### src/hw/rx_ddc_pkg.sv
/*
 * Shared widths, serial register addresses and the settings-word layouts.
 * Reserved bits of a settings word are ignored on write.
 */
package rx_ddc_pkg;

   localparam int SAMPLE_W  = 16;
   localparam int ADC_W     = 12;
   localparam int ADDR_W    = 7;
   localparam int DATA_W    = 32;
   // Channel index and channel count width
   localparam int NUMCHAN_W = 3;

   localparam logic [ADDR_W-1:0] ADDR_MODE    = 7'd13;
   localparam logic [ADDR_W-1:0] ADDR_RX_RATE = 7'd3;

   // Mode register layout
   typedef struct packed {
      logic [DATA_W-3:0] reserved;
      logic              counter;
      logic              loopback;
   } mode_view_t;

   // Receive rate register layout
   typedef struct packed {
      logic [DATA_W-12:0]    reserved;
      logic [NUMCHAN_W-1:0]  rx_numchan;
      logic [7:0]            decim_rate;
   } rate_view_t;

   // One serial data word, read through the view its address selects
   typedef union packed {
      mode_view_t mode;
      rate_view_t rate;
   } settings_word_t;

   typedef logic signed [SAMPLE_W-1:0] sample_t;

endpackage

### src/hw/channel_feed.sv
/*
 * Per-channel source select and decimation window counter.
 * Channel c takes ADC input c mod 4; loopback and counter only touch channels 0 and 1.
 */
`timescale 1ns/1ps

module channel_feed #(
   parameter int NUM_CHAN = 4
) (
   input  logic                            clk64,
   input  logic                            rx_dsp_reset,
   input  logic                            i_adc_valid,
   input  logic [rx_ddc_pkg::ADC_W-1:0]    i_rx_a_a,
   input  logic [rx_ddc_pkg::ADC_W-1:0]    i_rx_b_a,
   input  logic [rx_ddc_pkg::ADC_W-1:0]    i_rx_a_b,
   input  logic [rx_ddc_pkg::ADC_W-1:0]    i_rx_b_b,
   input  rx_ddc_pkg::sample_t             i_tx_i,
   input  rx_ddc_pkg::sample_t             i_tx_q,
   input  logic                            i_tx_strobe,
   input  logic                            i_loopback,
   input  logic                            i_counter,
   input  logic [7:0]                      i_decim_rate,
   output rx_ddc_pkg::sample_t             o_feed_sample [NUM_CHAN],
   output logic                            o_feed_valid,
   output logic                            o_feed_dump
);

   logic [rx_ddc_pkg::ADC_W-1:0] adc_word [4];
   rx_ddc_pkg::sample_t          tx_i_q;
   rx_ddc_pkg::sample_t          tx_q_q;
   rx_ddc_pkg::sample_t          debug_cnt;
   rx_ddc_pkg::sample_t          sel_sample [NUM_CHAN];
   logic [7:0]                   rate_q;
   logic [7:0]                   win_cnt;
   logic [7:0]                   win_base;
   logic                         win_last;

   assign adc_word[0] = i_rx_a_a;
   assign adc_word[1] = i_rx_b_a;
   assign adc_word[2] = i_rx_a_b;
   assign adc_word[3] = i_rx_b_b;

   // Latest transmit pair for loopback
   always_ff @(posedge clk64)
   begin
      if (i_tx_strobe)
      begin
         tx_i_q <= i_tx_i;
         tx_q_q <= i_tx_q;
      end
   end

   always_comb
   begin
      for (int c = 0; c < NUM_CHAN; c++)
      begin
         // ADC word sits in the top bits of the sample
         sel_sample[c] = rx_ddc_pkg::sample_t'($signed(adc_word[c % 4])) <<< 4;
         if (i_counter && c < 2)
            sel_sample[c] = debug_cnt + rx_ddc_pkg::sample_t'(c);
         else if (i_loopback && c == 0)
            sel_sample[c] = tx_i_q;
         else if (i_loopback && c == 1)
            sel_sample[c] = tx_q_q;
      end
   end

   // A new rate restarts the window, counting this cycle's sample as its first
   assign win_base = (i_decim_rate != rate_q) ? 8'd0 : win_cnt;
   assign win_last = (win_base == i_decim_rate - 8'd1);

   always_ff @(posedge clk64)
   begin
      if (rx_dsp_reset)
      begin
         rate_q       <= 8'd1;
         win_cnt      <= 8'd0;
         debug_cnt    <= '0;
         o_feed_valid <= 1'b0;
         o_feed_dump  <= 1'b0;
      end
      else
      begin
         rate_q       <= i_decim_rate;
         o_feed_valid <= i_adc_valid;
         o_feed_dump  <= i_adc_valid && win_last;
         if (i_adc_valid)
         begin
            win_cnt   <= win_last ? 8'd0 : win_base + 8'd1;
            debug_cnt <= debug_cnt + rx_ddc_pkg::sample_t'(2);
         end
         else
            win_cnt <= win_base;
      end
   end

   always_ff @(posedge clk64)
   begin
      if (i_adc_valid)
         o_feed_sample <= sel_sample;
   end

endmodule

### src/hw/decim_channel.sv
/*
 * Boxcar decimator for one channel, saturated to 16 bits on dump.
 * The accumulator covers windows of up to 255 samples without wrapping.
 */
`timescale 1ns/1ps

module decim_channel (
   input  logic                 clk64,
   input  logic                 rx_dsp_reset,
   input  rx_ddc_pkg::sample_t  i_sample,
   input  logic                 i_valid,
   input  logic                 i_dump,
   output rx_ddc_pkg::sample_t  o_result,
   output logic                 o_result_valid
);

   localparam int ACC_W = rx_ddc_pkg::SAMPLE_W + 8;
   localparam logic signed [ACC_W-1:0] SAT_MAX =
      ACC_W'((1 << (rx_ddc_pkg::SAMPLE_W - 1)) - 1);
   localparam logic signed [ACC_W-1:0] SAT_MIN = -SAT_MAX - 1;

   logic signed [ACC_W-1:0] acc;
   logic signed [ACC_W-1:0] sum;
   rx_ddc_pkg::sample_t     sat;

   assign sum = acc + ACC_W'(i_sample);

   always_comb
   begin
      if (sum > SAT_MAX)
         sat = rx_ddc_pkg::sample_t'(SAT_MAX);
      else if (sum < SAT_MIN)
         sat = rx_ddc_pkg::sample_t'(SAT_MIN);
      else
         sat = rx_ddc_pkg::sample_t'(sum);
   end

   always_ff @(posedge clk64)
   begin
      if (rx_dsp_reset)
      begin
         acc            <= '0;
         o_result_valid <= 1'b0;
      end
      else
      begin
         o_result_valid <= i_valid && i_dump;
         // Dump closes the window with this sample included
         if (i_valid)
            acc <= i_dump ? '0 : sum;
      end
   end

   always_ff @(posedge clk64)
   begin
      if (i_valid && i_dump)
         o_result <= sat;
   end

endmodule

### src/hw/rx_ddc_top.sv
/*
 * Receive sample path top: settings, source select, decimators and packer.
 * Every channel uses the same window, so all channels dump together.
 */
`timescale 1ns/1ps

module rx_ddc_top #(
   parameter int NUM_CHAN   = 4,
   parameter int FIFO_DEPTH = 16,
   parameter int CREDIT_MAX = 8
) (
   input  logic                                clk64,
   input  logic                                rx_dsp_reset,
   input  logic                                i_serial_strobe,
   input  logic [rx_ddc_pkg::ADDR_W-1:0]       i_serial_addr,
   input  logic [rx_ddc_pkg::DATA_W-1:0]       i_serial_data,
   input  logic [rx_ddc_pkg::ADC_W-1:0]        i_rx_a_a,
   input  logic [rx_ddc_pkg::ADC_W-1:0]        i_rx_b_a,
   input  logic [rx_ddc_pkg::ADC_W-1:0]        i_rx_a_b,
   input  logic [rx_ddc_pkg::ADC_W-1:0]        i_rx_b_b,
   input  logic                                i_adc_valid,
   input  rx_ddc_pkg::sample_t                 i_tx_i,
   input  rx_ddc_pkg::sample_t                 i_tx_q,
   input  logic                                i_tx_strobe,
   input  logic                                i_credit,
   input  logic                                i_clear_status,
   output rx_ddc_pkg::sample_t                 o_word,
   output logic [rx_ddc_pkg::NUMCHAN_W-1:0]    o_word_chan,
   output logic                                o_word_valid,
   output logic                                o_rx_overrun
);

   logic                               loopback;
   logic                               counter;
   logic [7:0]                         decim_rate;
   logic [rx_ddc_pkg::NUMCHAN_W-1:0]   rx_numchan;
   rx_ddc_pkg::sample_t                feed_sample [NUM_CHAN];
   logic                               feed_valid;
   logic                               feed_dump;
   rx_ddc_pkg::sample_t                result [NUM_CHAN];
   logic [NUM_CHAN-1:0]                result_valid;

   setting_regs #(.NUM_CHAN(NUM_CHAN)) u_setting_regs (
      .clk64(clk64), .rx_dsp_reset(rx_dsp_reset),
      .i_serial_strobe(i_serial_strobe), .i_serial_addr(i_serial_addr),
      .i_serial_data(i_serial_data),
      .o_loopback(loopback), .o_counter(counter),
      .o_decim_rate(decim_rate), .o_rx_numchan(rx_numchan)
   );

   channel_feed #(.NUM_CHAN(NUM_CHAN)) u_channel_feed (
      .clk64(clk64), .rx_dsp_reset(rx_dsp_reset), .i_adc_valid(i_adc_valid),
      .i_rx_a_a(i_rx_a_a), .i_rx_b_a(i_rx_b_a), .i_rx_a_b(i_rx_a_b), .i_rx_b_b(i_rx_b_b),
      .i_tx_i(i_tx_i), .i_tx_q(i_tx_q), .i_tx_strobe(i_tx_strobe),
      .i_loopback(loopback), .i_counter(counter), .i_decim_rate(decim_rate),
      .o_feed_sample(feed_sample), .o_feed_valid(feed_valid), .o_feed_dump(feed_dump)
   );

   for (genvar c = 0; c < NUM_CHAN; c++)
   begin : g_chan
      decim_channel u_decim_channel (
         .clk64(clk64), .rx_dsp_reset(rx_dsp_reset),
         .i_sample(feed_sample[c]), .i_valid(feed_valid), .i_dump(feed_dump),
         .o_result(result[c]), .o_result_valid(result_valid[c])
      );
   end

   // Channel 0's strobe stands for the whole set
   sample_packer #(
      .NUM_CHAN(NUM_CHAN), .FIFO_DEPTH(FIFO_DEPTH), .CREDIT_MAX(CREDIT_MAX)
   ) u_sample_packer (
      .clk64(clk64), .rx_dsp_reset(rx_dsp_reset),
      .i_result(result), .i_result_valid(result_valid[0]), .i_rx_numchan(rx_numchan),
      .i_credit(i_credit), .i_clear_status(i_clear_status),
      .o_word(o_word), .o_word_chan(o_word_chan), .o_word_valid(o_word_valid),
      .o_rx_overrun(o_rx_overrun)
   );

endmodule

### src/hw/sample_packer.sv
/*
 * Result FIFO with credit-gated output and sticky overrun flag.
 * FIFO_DEPTH must be a power of two no smaller than NUM_CHAN.
 */
`timescale 1ns/1ps

module sample_packer #(
   parameter int NUM_CHAN   = 4,
   parameter int FIFO_DEPTH = 16,
   parameter int CREDIT_MAX = 8
) (
   input  logic                                clk64,
   input  logic                                rx_dsp_reset,
   input  rx_ddc_pkg::sample_t                 i_result [NUM_CHAN],
   input  logic                                i_result_valid,
   input  logic [rx_ddc_pkg::NUMCHAN_W-1:0]    i_rx_numchan,
   input  logic                                i_credit,
   input  logic                                i_clear_status,
   output rx_ddc_pkg::sample_t                 o_word,
   output logic [rx_ddc_pkg::NUMCHAN_W-1:0]    o_word_chan,
   output logic                                o_word_valid,
   output logic                                o_rx_overrun
);

   localparam int PTR_W  = $clog2(FIFO_DEPTH);
   localparam int CNT_W  = $clog2(FIFO_DEPTH + 1);
   localparam int CRED_W = $clog2(CREDIT_MAX + 1);
   localparam int CHAN_W = rx_ddc_pkg::NUMCHAN_W;

   rx_ddc_pkg::sample_t fifo_word [FIFO_DEPTH];
   logic [CHAN_W-1:0]   fifo_chan [FIFO_DEPTH];
   logic [PTR_W-1:0]    wr_ptr;
   logic [PTR_W-1:0]    rd_ptr;
   logic [CNT_W-1:0]    count;
   logic [CNT_W-1:0]    free;
   logic [CNT_W-1:0]    push_cnt;
   logic [CRED_W-1:0]   credits;
   logic                fits;
   logic                push;
   logic                pop;

   // Whole set goes in or none of it does
   assign free     = CNT_W'(FIFO_DEPTH) - count;
   assign fits     = (free >= CNT_W'(i_rx_numchan));
   assign push     = i_result_valid && fits;
   assign push_cnt = push ? CNT_W'(i_rx_numchan) : '0;

   // One word per credit
   assign pop          = (credits != '0) && (count != '0);
   assign o_word_valid = pop;
   assign o_word       = fifo_word[rd_ptr];
   assign o_word_chan  = fifo_chan[rd_ptr];

   // Channels land in consecutive entries in channel order
   always_ff @(posedge clk64)
   begin
      if (push)
      begin
         for (int c = 0; c < NUM_CHAN; c++)
         begin
            if (c < int'(i_rx_numchan))
            begin
               fifo_word[wr_ptr + PTR_W'(c)] <= i_result[c];
               fifo_chan[wr_ptr + PTR_W'(c)] <= CHAN_W'(c);
            end
         end
      end
   end

   always_ff @(posedge clk64)
   begin
      if (rx_dsp_reset)
      begin
         wr_ptr       <= '0;
         rd_ptr       <= '0;
         count        <= '0;
         credits      <= '0;
         o_rx_overrun <= 1'b0;
      end
      else
      begin
         if (push)
            wr_ptr <= wr_ptr + PTR_W'(i_rx_numchan);
         if (pop)
            rd_ptr <= rd_ptr + 1'b1;
         count   <= count + push_cnt - CNT_W'(pop);
         credits <= credits + CRED_W'(i_credit) - CRED_W'(pop);
         // A drop in the same cycle as a clear keeps the flag set
         if (i_result_valid && !fits)
            o_rx_overrun <= 1'b1;
         else if (i_clear_status)
            o_rx_overrun <= 1'b0;
      end
   end

   // Sink grants no credit once the count is full
   a_credit_limit: assert property (@(posedge clk64) disable iff (rx_dsp_reset)
      (i_credit && !pop) |-> (credits < CRED_W'(CREDIT_MAX)));

   // Occupancy stays within the buffer and agrees with the pointer distance
   a_fifo_no_overflow: assert property (@(posedge clk64) disable iff (rx_dsp_reset)
      (count <= CNT_W'(FIFO_DEPTH)) && (wr_ptr - rd_ptr == PTR_W'(count)));

endmodule

### src/hw/setting_regs.sv
/*
 * Mode and receive-rate registers written over the serial strobe bus.
 * A write is visible on the outputs one cycle after its strobe.
 */
`timescale 1ns/1ps

module setting_regs #(
   parameter int NUM_CHAN = 4
) (
   input  logic                                  clk64,
   input  logic                                  rx_dsp_reset,
   input  logic                                  i_serial_strobe,
   input  logic [rx_ddc_pkg::ADDR_W-1:0]         i_serial_addr,
   input  rx_ddc_pkg::settings_word_t            i_serial_data,
   output logic                                  o_loopback,
   output logic                                  o_counter,
   output logic [7:0]                            o_decim_rate,
   output logic [rx_ddc_pkg::NUMCHAN_W-1:0]      o_rx_numchan
);

   always_ff @(posedge clk64)
   begin
      if (rx_dsp_reset)
      begin
         o_loopback   <= 1'b0;
         o_counter    <= 1'b0;
         o_decim_rate <= 8'd1;
         o_rx_numchan <= 1;
      end
      else if (i_serial_strobe)
      begin
         case (i_serial_addr)
            rx_ddc_pkg::ADDR_MODE:
            begin
               o_loopback <= i_serial_data.mode.loopback;
               o_counter  <= i_serial_data.mode.counter;
            end
            rx_ddc_pkg::ADDR_RX_RATE:
            begin
               o_decim_rate <= i_serial_data.rate.decim_rate;
               o_rx_numchan <= i_serial_data.rate.rx_numchan;
            end
            // Other addresses belong to blocks outside this path
            default:
            begin
            end
         endcase
      end
   end

   // Rate writes must give a usable window and a channel count the packer can hold
   a_rate_write_legal: assert property (@(posedge clk64) disable iff (rx_dsp_reset)
      (i_serial_strobe && i_serial_addr == rx_ddc_pkg::ADDR_RX_RATE) |->
      (i_serial_data.rate.decim_rate != 8'd0 && i_serial_data.rate.rx_numchan != 0 &&
       int'(i_serial_data.rate.rx_numchan) <= NUM_CHAN));

endmodule

### config.mk
export PLATFORM = sky130hd
export DESIGN_NAME = rx_ddc_top
export DESIGN_NICKNAME = d
export VERILOG_FILES = /design/src/hw/rx_ddc_pkg.sv /design/src/hw/channel_feed.sv /design/src/hw/decim_channel.sv /design/src/hw/rx_ddc_top.sv /design/src/hw/sample_packer.sv /design/src/hw/setting_regs.sv
export SDC_FILE = /design/constraint.sdc
export NUM_CORES = 2
export LEC_CHECK = 0
export BUFFER_PORTS_ARGS = -buffer_cell sky130_fd_sc_hd__buf_2
export CAP_MARGIN = 10
export CORE_MARGIN = 4
export CORE_UTILIZATION = 55
export CTS_CLUSTER_DIAMETER = 80
export CTS_CLUSTER_SIZE = 25
export DETAILED_ROUTE_END_ITERATION = 7
export PLACE_DENSITY = 0.77
export SLEW_MARGIN = 10
export SYNTH_ARGS = -nofsm -noshare
export SYNTH_HDL_FRONTEND = slang
export SYNTH_SLANG_ARGS = --single-unit
export TNS_END_PERCENT = 100
### constraint.sdc
create_clock -name clk64 -period 7.26 [get_ports clk64]
set_clock_uncertainty 0.05 [all_clocks]
set_input_delay 0.726 -clock clk64 [delete_from_list [all_inputs] [get_ports clk64]]
set_output_delay 0.726 -clock clk64 [all_outputs]
set_load 0.05 [all_outputs]
==> reports/metrics.cfg <==
[pwr]
p_per_area_mw_per_mm2=220
p_leak_nw=13.3
peakVddDrop_mv=0.213

[cts]
cts_tree=yes
cts_resized=0
cts_hold_buffers=0
cts_setup_buffers=0
clock_latency_ns=0.65
clock_sinks=591
htreeDepth=1
cts-root-buf=clkbuf_16
clkTransAtPathRegs_ns=0.10
cts.path.max_buffers=3
cts_buffers=31

[routing]
drtIter0Drc=3417
drc=0
route.detailed.wl_per_inst_um=23.0
antenna_left=0
via_count=27570
drtPass1Iterations=7
vias_per_cell=6.73
drt-total-wl_um=94300

[timing]
period_share_pct=71.9
worst_slew_pin_slew_ns=1.28
timing.final.crit_period_ns=5.22
rsz0062_at_grt=no
setup_violations=0
slew_headroom_pct=14.4
setup_tns_ns=0
hold_viol_final=0
max_freq_mhz=192
maxSlewViolCount=0

[setup_path]
crit_type=reg -> reg
cp_data_required_time_ns=7.46
reg2regPathDepth=10
cp_max_fo=28
cp-end-kind=flop
cp_cell_sequence=inv_1, ha_1, xnor2_1, ha_1, nor2b_1, o31a_1, nand2_1, nor2_1, nand2_1, nand3_1
max_stage_delay_ns=1.22
critPathArrivalTime_ns=5.42
crit_slowest_cell=nand3_1
startpoint_type=flop

[run_status]
status=completed

[cells_and_area]
regArea_mm2=0.0159
design_area_mm2=0.0355
layout_commonest_cell=nor2_1
final_nets=3529
final_cell_mix=nor2_1 (448), edfxtp_1 (402), nand2_1 (329)
syn_to_final_growth_pct=5.76
fillers=5053
drive_gt1_share_pct=10.8
multi_input_area_mm2=0.0163

[synth]
syn_area_mm2=0.0336
synth-seq-area-share_pct=47.2
synth.distinct_cells=81
syn_nets=3620
avgSynthCellArea_um2=9.95
synth_cells=3377
async_reset_ff_share_pct=0
synth_seq_cells=591
synth_edf_count=402
yosys_warnings=0
synth_ff_type=edfxtp_1

[grt]
grt_max_degree=92
grt_pass1_vias=26290
grt_overflow=0
grt_pass1_wl_um=146000
grt_usage_pct=28.1
antenna_found_initial=3

[placement]
gp_congestion=0.932
numPortBuffers=124
placed_area_mm2=0.0345
dp_hpwl_um=64500

[floorplanning]
dieArea_mm2=0.0651
die_w_um=255
io_pins=147
start_util_pct=55.7
rows=90
core_mm2=0.0604
fp.dieH_um=255

[flow_run]
maxCapViolations=0

[hold_path]
hp-class=in -> reg
holdPathStages=1

==> final cells by class <==
class	count	area share (%)
tap	782	2.75
inverter	63	0.666
antenna	1	0.00704
sequential	591	44.7
multi-input combinational	2412	46.0
clock buffer	42	2.43
clock inverter	16	0.391
timing repair buffer	187	3.12
==> flip-flops by register name, indices dropped and copies added, names as in the netlist, 3 cells and up, named ones only <==
| signal | count |
|---|---|
| u_sample_packer.wr_ptr | 4 |
| u_channel_feed.tx_q_q | 16 |
| u_channel_feed.debug_cnt | 15 |
| u_channel_feed.tx_i_q | 16 |
| u_setting_regs.o_decim_rate | 8 |
| u_sample_packer.count | 5 |
| u_setting_regs.o_rx_numchan | 3 |
| u_sample_packer.credits | 4 |
| u_sample_packer.rd_ptr | 4 |
| u_channel_feed.win_cnt | 8 |
| u_channel_feed.o_feed_sample | 56 |
| u_sample_packer.fifo_chan | 32 |
| u_channel_feed.rate_q | 8 |
| g_chan.u_decim_channel.o_result | 58 |
| g_chan.u_decim_channel.acc | 88 |
| u_sample_packer.fifo_word | 256 |
==> layer usage <==
layer | global-route usage, % | wire, µm | vias up
met3 | 5.60 | 10600 | 378
met5 | 0 | 29 | -
li1 | - | - | 12469
met1 | 36.6 | 35300 | 12909
met2 | 46.5 | 43500 | 1810
met4 | 11.5 | 4830 | 4
==> where the power goes <==
part	total (mW)	internal [mW]	switching (mW)	leakage (nW)
clock	2.03	0.867	1.16	0.493
combinational	1.81	0.805	1.01	7.56
sequential	3.99	3.72	0.265	5.22
==> path summary, 6_finish.rpt <==
path,from,endpoint,slack (ns)
max,u_sample_packer.count[0]$_SDFF_PP0_,u_sample_packer.fifo_word[6][13]$_DFFE_PP_,2.04
min,i_tx_q[12],u_channel_feed.tx_q_q[12]$_DFFE_PP_,0.20
max reg2reg,u_sample_packer.count[0]$_SDFF_PP0_,u_sample_packer.fifo_word[6][13]$_DFFE_PP_,2.04
min reg2reg,u_sample_packer.fifo_chan[13][1]$_SDFFE_PP1P_,u_sample_packer.fifo_chan[13][1]$_SDFFE_PP1P_,0.42
==> cells by family after synthesis <==
| kind of cell | Yosys count | share of synthesized area (%) |
|---|---|---|
| other cells | 1 | 0.0112 |
| buf+inv | 374 | 4.23 |
| mux | 107 | 6.54 |
| compound gates | 1024 | 20.9 |
| flops | 591 | 47.2 |
| simple gates | 1046 | 13.6 |
| xor+xnor | 117 | 3.05 |
| fa+ha+maj | 117 | 4.51 |
==> through the flow <==
step	setup slack (ns)	cells	hold WS [ns]	total power, mW	util, %
floorplan	3.51	3377	0.383	5.35	-
global placement	2.33	4033	0.399	5.82	57.2
detailed placement	2.25	4033	0.403	5.86	57.2
CTS	2.22	4091	0.168	7.85	58.8
global route	1.84	4094	0.175	8.16	58.9
finish	2.04	4094	0.202	7.83	58.9
==> cell usage after synthesis (all sizes together) (8+ instances only) <==
| library cell | instances | area, µm² |
|---|---|---|
| o21ai | 93 | 473 |
| inv | 63 | 236 |
| nor2b | 57 | 357 |
| mux4 | 90 | 2030 |
| xnor2 | 71 | 622 |
| dfxtp | 189 | 3780 |
| a21boi | 8 | 60.1 |
| nand4 | 11 | 68.8 |
| nand2b | 18 | 113 |
| nor3 | 21 | 105 |
| a21oi | 158 | 795 |
| and2 | 35 | 219 |
| o221ai | 26 | 228 |
| a211oi | 36 | 270 |
| edfxtp | 402 | 12100 |
| o21a | 15 | 113 |
| a22oi | 307 | 2300 |
| nor4 | 8 | 50.1 |
| xor2 | 46 | 403 |
| a31oi | 206 | 1290 |
| o21bai | 8 | 60.1 |
| mux2i | 16 | 160 |
| nor2 | 449 | 1690 |
| a32oi | 8 | 70.1 |
| buf | 88 | 347 |
| and3 | 20 | 125 |
| or3 | 22 | 138 |
| clkbuf | 223 | 837 |
| o211ai | 8 | 60.1 |
| o2bb2ai | 24 | 210 |
| o31ai | 10 | 75.1 |
| nand3 | 48 | 240 |
| ha | 110 | 1380 |
| a21o | 59 | 444 |
| nand2 | 329 | 1230 |
==> worst max-delay path, delay by kind of cell, from the launching register on <==
kind	cells	cell delay, ns
AND/OR/NAND/NOR	5	3.35
adder cells (fa/ha/maj)	2	0.50
AO/OA/AOI/OAI	1	0.38
flip-flops	1	0.34
XOR/XNOR	1	0.13
buffers and inverters	1	0.07
(Power assumes the default switching activity.)
